===== src/source/execPkg.sv =====
package execPkg;

    localparam int xlen = 32;
    localparam int tagWidth = 4; // Reorder-buffer tag, the "nick".

    typedef enum logic [5:0] {
        opNone,
        opLui,
        opAuipc,
        opJal,
        opJalr,
        opBeq,
        opBne,
        opBlt,
        opBge,
        opBltu,
        opBgeu,
        opAddi,
        opSlti,
        opSltiu,
        opXori,
        opOri,
        opAndi,
        opSlli,
        opSrli,
        opSrai,
        opAdd,
        opSub,
        opSll,
        opSlt,
        opSltu,
        opXor,
        opSrl,
        opSra,
        opOr,
        opAnd
    } opT;

    typedef struct packed {
        opT                  op;
        logic [xlen-1:0]     pc;
        logic [xlen-1:0]     imm; // Sign-extended by the decoder.
        logic [tagWidth-1:0] tag;
        logic [xlen-1:0]     rs1;
        logic [xlen-1:0]     rs2;
    } issueT;

    typedef struct packed {
        logic [tagWidth-1:0] tag;
        logic [xlen-1:0]     data;
    } aluOutT;

    typedef struct packed {
        logic            isControl;
        logic            jump;
        logic [xlen-1:0] target; // Falls back to pc + 4 when not jumping.
        logic [xlen-1:0] link;
    } branchOutT;

    typedef struct packed {
        logic [tagWidth-1:0] tag;
        logic [xlen-1:0]     data;
        logic                jump;
        logic [xlen-1:0]     jumpPc;
    } cdbT;

endpackage


===== src/source/aluPath.sv =====
`timescale 1ns/1ns

module aluPath import execPkg::*; (
    input  logic   clk,
    input  logic   rst,
    input  logic   inValid,
    input  logic   advance,
    input  issueT  inIssue,
    output logic   outValid,
    output aluOutT out
);

    logic [xlen-1:0] operandB;
    logic [4:0]      shamt;
    logic [xlen-1:0] result;

    // Immediate forms take imm as the second operand.
    always_comb begin
        case (inIssue.op)
            opAddi, opSlti, opSltiu, opXori, opOri, opAndi, opSlli, opSrli, opSrai: begin
                operandB = inIssue.imm;
            end
            default: begin
                operandB = inIssue.rs2;
            end
        endcase
    end

    assign shamt = operandB[4:0];

    always_comb begin
        case (inIssue.op)
            opLui:          result = inIssue.imm;
            opAuipc:        result = inIssue.pc + inIssue.imm;
            opAddi, opAdd:  result = inIssue.rs1 + operandB;
            opSub:          result = inIssue.rs1 - operandB;
            opSlti, opSlt: begin
                result = {{(xlen-1){1'b0}}, $signed(inIssue.rs1) < $signed(operandB)};
            end
            opSltiu, opSltu: begin
                result = {{(xlen-1){1'b0}}, inIssue.rs1 < operandB};
            end
            opXori, opXor:  result = inIssue.rs1 ^ operandB;
            opOri, opOr:    result = inIssue.rs1 | operandB;
            opAndi, opAnd:  result = inIssue.rs1 & operandB;
            opSlli, opSll:  result = inIssue.rs1 << shamt;
            opSrli, opSrl:  result = inIssue.rs1 >> shamt;
            opSrai, opSra:  result = $signed(inIssue.rs1) >>> shamt;
            default:        result = '0; // Branches and jumps carry their link elsewhere.
        endcase
    end

    always_ff @(posedge clk) begin
        if (rst) begin
            outValid <= 1'b0;
        end else if (advance) begin
            outValid <= inValid;
        end
    end

    always_ff @(posedge clk) begin
        if (advance) begin
            out.tag  <= inIssue.tag;
            out.data <= result;
        end
    end

endmodule


===== src/source/branchPath.sv =====
`timescale 1ns/1ns

module branchPath import execPkg::*; (
    input  logic      clk,
    input  logic      rst,
    input  logic      advance,
    input  issueT     inIssue,
    output branchOutT out
);

    logic            isControl;
    logic            taken;
    logic [xlen-1:0] seqPc;
    logic [xlen-1:0] jumpTarget;
    logic            controlReg;
    logic            jumpReg;
    logic [xlen-1:0] targetReg;
    logic [xlen-1:0] linkReg;

    assign seqPc = inIssue.pc + xlen'(4);

    always_comb begin
        isControl = 1'b1;
        case (inIssue.op)
            opBeq:         taken = inIssue.rs1 == inIssue.rs2;
            opBne:         taken = inIssue.rs1 != inIssue.rs2;
            opBlt:         taken = $signed(inIssue.rs1) < $signed(inIssue.rs2);
            opBge:         taken = $signed(inIssue.rs1) >= $signed(inIssue.rs2);
            opBltu:        taken = inIssue.rs1 < inIssue.rs2;
            opBgeu:        taken = inIssue.rs1 >= inIssue.rs2;
            opJal, opJalr: taken = 1'b1;
            default: begin
                isControl = 1'b0;
                taken     = 1'b0;
            end
        endcase
    end

    // JALR clears bit 0 of the computed address.
    assign jumpTarget = (inIssue.op == opJalr) ?
        ((inIssue.rs1 + inIssue.imm) & ~xlen'(1)) : (inIssue.pc + inIssue.imm);

    always_ff @(posedge clk) begin
        if (rst) begin
            controlReg <= 1'b0;
            jumpReg    <= 1'b0;
        end else if (advance) begin
            controlReg <= isControl;
            jumpReg    <= taken;
        end
    end

    always_ff @(posedge clk) begin
        if (advance) begin
            targetReg <= taken ? jumpTarget : seqPc;
            linkReg   <= seqPc;
        end
    end

    assign out = '{isControl: controlReg, jump: jumpReg, target: targetReg, link: linkReg};

endmodule


===== src/source/executeUnit.sv =====
`timescale 1ns/1ns

module executeUnit import execPkg::*; (
    input  logic  clk,
    input  logic  rst,
    input  logic  issueValid,
    output logic  issueReady,
    input  issueT issue,
    output logic  resultValid,
    input  logic  resultReady,
    output cdbT   result
);

    logic      stageValid;
    issueT     stageIssue;
    logic      advance;
    logic      pathValid;
    aluOutT    aluOut;
    branchOutT branchOut;

    skidBuffer #(
        .payloadT(issueT)
    ) issueSkid (
        .clk     (clk),
        .rst     (rst),
        .inValid (issueValid),
        .inReady (issueReady),
        .inData  (issue),
        .outValid(stageValid),
        .outReady(advance),
        .outData (stageIssue)
    );

    aluPath aluStage (
        .clk     (clk),
        .rst     (rst),
        .inValid (stageValid),
        .advance (advance),
        .inIssue (stageIssue),
        .outValid(pathValid),
        .out     (aluOut)
    );

    branchPath branchStage (
        .clk    (clk),
        .rst    (rst),
        .advance(advance),
        .inIssue(stageIssue),
        .out    (branchOut)
    );

    resultMerge merge (
        .clk      (clk),
        .rst      (rst),
        .inValid  (pathValid), // One valid covers both paths.
        .advance  (advance),
        .aluOut   (aluOut),
        .branchOut(branchOut),
        .outValid (resultValid),
        .outReady (resultReady),
        .out      (result)
    );

endmodule


===== src/source/resultMerge.sv =====
`timescale 1ns/1ns

module resultMerge import execPkg::*; (
    input  logic      clk,
    input  logic      rst,
    input  logic      inValid,
    output logic      advance,
    input  aluOutT    aluOut,
    input  branchOutT branchOut,
    output logic      outValid,
    input  logic      outReady,
    output cdbT       out
);

    cdbT mergedWord;

    always_comb begin
        mergedWord.tag = aluOut.tag;
        if (branchOut.isControl && branchOut.jump) begin
            mergedWord.data = branchOut.link; // Jumps write pc + 4 to rd.
        end else begin
            mergedWord.data = aluOut.data;
        end
        mergedWord.jump   = branchOut.jump;
        mergedWord.jumpPc = branchOut.target;
    end

    // Its input ready paces both path registers.
    skidBuffer #(
        .payloadT(cdbT)
    ) outSkid (
        .clk     (clk),
        .rst     (rst),
        .inValid (inValid),
        .inReady (advance),
        .inData  (mergedWord),
        .outValid(outValid),
        .outReady(outReady),
        .outData (out)
    );

endmodule


===== src/source/skidBuffer.sv =====
`timescale 1ns/1ns

module skidBuffer #(
    parameter type payloadT = logic [31:0]
) (
    input  logic    clk,
    input  logic    rst,
    input  logic    inValid,
    output logic    inReady,
    input  payloadT inData,
    output logic    outValid,
    input  logic    outReady,
    output payloadT outData
);

    logic    mainValid;
    logic    spareValid;
    payloadT mainData;
    payloadT spareData;
    logic    inFire;
    logic    mainFree;

    assign inReady  = !spareValid; // Registered, so a stall shows upstream a cycle late.
    assign inFire   = inValid && inReady;
    assign mainFree = !mainValid || outReady;
    assign outValid = mainValid;
    assign outData  = mainData;

    always_ff @(posedge clk) begin
        if (rst) begin
            mainValid  <= 1'b0;
            spareValid <= 1'b0;
        end else if (mainFree) begin
            if (spareValid) begin
                mainValid  <= 1'b1; // The spare drains first to keep order.
                spareValid <= 1'b0;
            end else begin
                mainValid <= inFire;
            end
        end else if (inFire) begin
            spareValid <= 1'b1;
        end
    end

    always_ff @(posedge clk) begin
        if (mainFree) begin
            if (spareValid) begin
                mainData <= spareData;
            end else if (inFire) begin
                mainData <= inData;
            end
        end else if (inFire) begin
            spareData <= inData;
        end
    end

endmodule

===== config.mk =====
export PLATFORM = sky130hd
export DESIGN_NAME = executeUnit
export DESIGN_NICKNAME = d
export VERILOG_FILES = /design/src/source/execPkg.sv /design/src/source/aluPath.sv /design/src/source/branchPath.sv /design/src/source/executeUnit.sv /design/src/source/resultMerge.sv /design/src/source/skidBuffer.sv
export SDC_FILE = /design/constraint.sdc
export NUM_CORES = 1
export LEC_CHECK = 0
export BUFFER_PORTS_ARGS = -buffer_cell sky130_fd_sc_hd__buf_2
export CELL_PAD_IN_SITES_DETAIL_PLACEMENT = 0
export CELL_PAD_IN_SITES_GLOBAL_PLACEMENT = 1
export CORE_MARGIN = 5
export CORE_UTILIZATION = 51
export CTS_BUF_LIST = sky130_fd_sc_hd__clkbuf_4 sky130_fd_sc_hd__clkbuf_8
export DETAILED_ROUTE_END_ITERATION = 8
export PLACE_DENSITY = 0.89
export SETUP_SLACK_MARGIN = 0.15
export SKIP_CTS_REPAIR_TIMING = 1
export SYNTH_ARGS = -nofsm -noshare
export SYNTH_HDL_FRONTEND = slang
export SYNTH_SLANG_ARGS = --single-unit

===== constraint.sdc =====
create_clock -name clk -period 15.92 [get_ports clk]
set_clock_uncertainty 0.2 [all_clocks]
set_input_delay 0.796 -clock clk [delete_from_list [all_inputs] [get_ports clk]]
set_output_delay 0.796 -clock clk [all_outputs]
set_load 0.01 [all_outputs]

==> impl_metrics.ini <==
[logic_synthesis]
syn-instance-count = 3019
postSynth.asyncResetShare_pct = 0
synth_edf_count = 514
ys_ff_latch = 521
synth_nets = 3352
netlist_area_mm2 = 0.0328
ys_seq_area_share_pct = 47.5
synth.distinct_cells = 85
synth_ff_type = edfxtp_1
yosys_warnings = 0
avgSynthCellArea_um2 = 10.9

[detailed_routing]
dr.pass1.iters = 8
vias = 26900
wire_per_inst_um = 31.6
via_per_inst = 6.51
drc_errors = 0
drtAntennaViolNets = 0
routed_wl_mm = 130
drt-initial-drc-count = 3783

[floorplanning]
io_pins = 213
rows = 93
die-area_mm2 = 0.0695
start_util_pct = 51.2
die_w_um = 264
core-area_mm2 = 0.0641
die_h_um = 264

[layout]
fillers = 5429
drive_gt1_share_pct = 21.6
fin_nets = 3540
synthToLayoutAreaGrowth_pct = 11.6
final_util_pct = 57.1

[clock_network]
clk_latency_ps = 720
cts_tree = built
cts_htree_levels = 3
cts_sinks = 521
cts-root-buf = clkbuf_8
clk_pin_slew_ps = 70
cts_buffers = 85
clockBufferDepth = 3

[timing]
rsz0062_at_grt = no
finalSetupTns_ps = 0
fmax_ghz = 0.157
fin_crit_ps = 6380
slew_violations = 0
hold_violations = 0
tightest_slew_ps = 1260
slew_headroom_pct = 16.0
final-setup-viol-count = 0
post-route-period-util_pct = 40.1

[placed_design]
dpl.hpwl_mm = 99.0
place.gp.congestion = 1.03
io_buffers = 212

[critical_path]
r2r_slack_ps = 9540
reg2reg_from = issueSkid.outData[134]$_DFFE_PP_
reg2reg_depth = 18
end_kind = flop
cp-start-kind = flop
crit_end = aluStage.out[28]$_DFFE_PN_
crit_path_start = issueSkid.outData[134]$_DFFE_PP_
critPathArrivalTime_ps = 6600
rr_endpoint = aluStage.out[28]$_DFFE_PN_
path_max_fanout = 58
required_ps = 16140
worstSetupPathType = flop to flop

[power_and_ir_drop]
power_density_mw_per_mm2 = 101
p_leak_nw = 14.3
ir_drop_v = 0.0000983

[global_route]
grt_pass1_wl_mm = 184
grt_max_degree = 81
grt_pass1_vias = 25700
grt_overflow_total = 0
antenna_found_initial = 11
grt_use_total_pct = 36.0

[hold_path]
hold_path_class = primary input to flop

[flow_run]
maxCapViolations = 0

[status]
outcome = finished clean
[synth_stat cells (19+ instances only)]
cell        n  area (um2)
a21o_1     53         398
nand2_1   241         905
nand3_1    45         225
nor3_1     42         210
a211oi_1   32         240
nand2b_1   23         144
a221oi_1   31         272
mux2i_1   135        1350
o211ai_1   44         330
edfxtp_1  514       15400
o21ai_0   177         886
ha_1      188        2350
inv_1     144         541
xor2_1     43         377
o22ai_1    19         119
a21oi_1   222        1110
nor2_1    201         754
a31oi_1    31         194
clkbuf_1  128         480
xnor2_1    67         587
nand4_1    27         169
a22oi_1    19         143
mux2_2    258        2910
o21bai_1   25         188
[cells in the final DEF, fill, tap and decap left out, drive strengths merged, types with 17 or more instances in the layout]
cell type / synthesis / layout
a211oi: 32 / 32
a21o: 53 / 53
a21oi: 223 / 223
a221oi: 31 / 31
a22oi: 19 / 19
a31oi: 32 / 32
buf: 36 / 265
clkbuf: 128 / 112
clkinv: 1 / 27
edfxtp: 514 / 514
ha: 188 / 188
inv: 148 / 154
mux2: 258 / 258
mux2i: 135 / 135
nand2: 241 / 241
nand2b: 23 / 23
nand3: 45 / 45
nand4: 27 / 27
nor2: 201 / 201
nor2b: 17 / 17
nor3: 42 / 42
nor4: 18 / 18
o211ai: 44 / 44
o21ai: 180 / 180
o21bai: 25 / 25
o22ai: 19 / 19
xnor2: 67 / 67
xor2: 43 / 43
[cell type report]
| class | instances | area [um2] | share of cell area, % |
|---|---|---|---|
| multi-input combinational | 2185 | 16200 | 44.1 |
| sequential | 521 | 15600 | 42.5 |
| timing repair buffer | 265 | 1460 | 3.98 |
| clock buffer | 112 | 1390 | 3.78 |
| tap | 855 | 1070 | 2.92 |
| inverter | 149 | 563 | 1.54 |
| clock inverter | 39 | 377 | 1.03 |
| antenna | 8 | 20.0 | 0.0547 |
[logic make-up (layout without fill, tap and decap cells)]
| family | Yosys count | count (layout) | synth area share [%] |
|---|---|---|---|
| simple gates | 682 | 682 | 9.54 |
| fa+ha+maj | 191 | 191 | 7.35 |
| xor+xnor | 110 | 110 | 2.94 |
| mux | 393 | 393 | 13.0 |
| buf+inv | 313 | 565 | 3.67 |
| compound gates | 809 | 809 | 16.1 |
| other cells | 0 | 8 | 0 |
| flops | 521 | 521 | 47.5 |
[state kept, by name (all words and copies together), names as in the netlist, 32 cells and up]
| register | cells |
|---|---|
| issueSkid.outData | 138 |
| issueSkid.spareData | 138 |
| merge.outSkid.outData | 69 |
| merge.outSkid.spareData | 69 |
| aluStage.out | 36 |
| branchStage.linkReg | 32 |
| branchStage.targetReg | 32 |
[layer usage]
| metal | track usage [%] | up-vias | share of wire (%) | routed length (um) |
|---|---|---|---|---|
| met3 | 9.96 | 331 | 11 | 14000 |
| met4 | 17.1 | 6 | 5.6 | 7350 |
| met1 | 49.6 | 13200 | 41 | 53400 |
| met2 | 53.1 | 1546 | 43 | 55700 |
| met5 | 0 | - | 0.026 | 34 |
| li1 | - | 11800 | - | - |
[per-stage QoR]
step | cells | instance area, um2 | total power [mW] | hold WS, ps | setup WS, ps
6_report | 4134 | 36600 | 3.69 | 62.5 | 9540
5_1_grt | 4129 | 36600 | 3.83 | 44.7 | 9300
4_1_cts | 4126 | 36600 | 3.68 | 18.3 | 9630
3_5_place_dp | 3975 | 34800 | 2.46 | 216 | 9710
3_3_place_gp | 3975 | 34800 | 2.46 | 206 | 9820
2_1_floorplan | 3019 | 32800 | 2.14 | 200 | 3770
[worst min path at each step]
stage                                    start                                 end  cells after the start
2_1_floorplan  issueSkid.outData[64]$_DFFE_PP_          aluStage.out[32]$_DFFE_PN_                      0
4_1_cts                              issue[45]   issueSkid.spareData[45]$_DFFE_PP_                      1
6_report                             issue[54]   issueSkid.spareData[54]$_DFFE_PP_                      1
3_3_place_gp   issueSkid.outData[67]$_DFFE_PP_          aluStage.out[35]$_DFFE_PN_                      0
5_1_grt                             issue[122]  issueSkid.spareData[122]$_DFFE_PP_                      1
3_5_place_dp   issueSkid.outData[65]$_DFFE_PP_          aluStage.out[33]$_DFFE_PN_                      0
[worst max-delay path: stages (launching register included)]
cell,delay [ps]
edfxtp_1,710
or4b_1,710
o21ai_4,90
buf_4,540
a21oi_4,100
buf_4,350
inv_2,130
buf_4,490
fa_1,330
a21o_1,120
a21oi_1,110
o21ai_0,280
nand4b_1,140
nand3_1,300
a21oi_1,220
a211oi_1,470
o221ai_1,250
a221oi_1,320
o2111ai_1,170
[report_power, final]
part	switching [mW]	leakage [nW]	total (mW)	internal, mW
clock network	0.565	0.921	1.22	0.659
registers	0.0686	5.01	1.65	1.58
logic	0.540	8.36	0.821	0.281
Note: power is estimated with default switching activity, not from simulation.
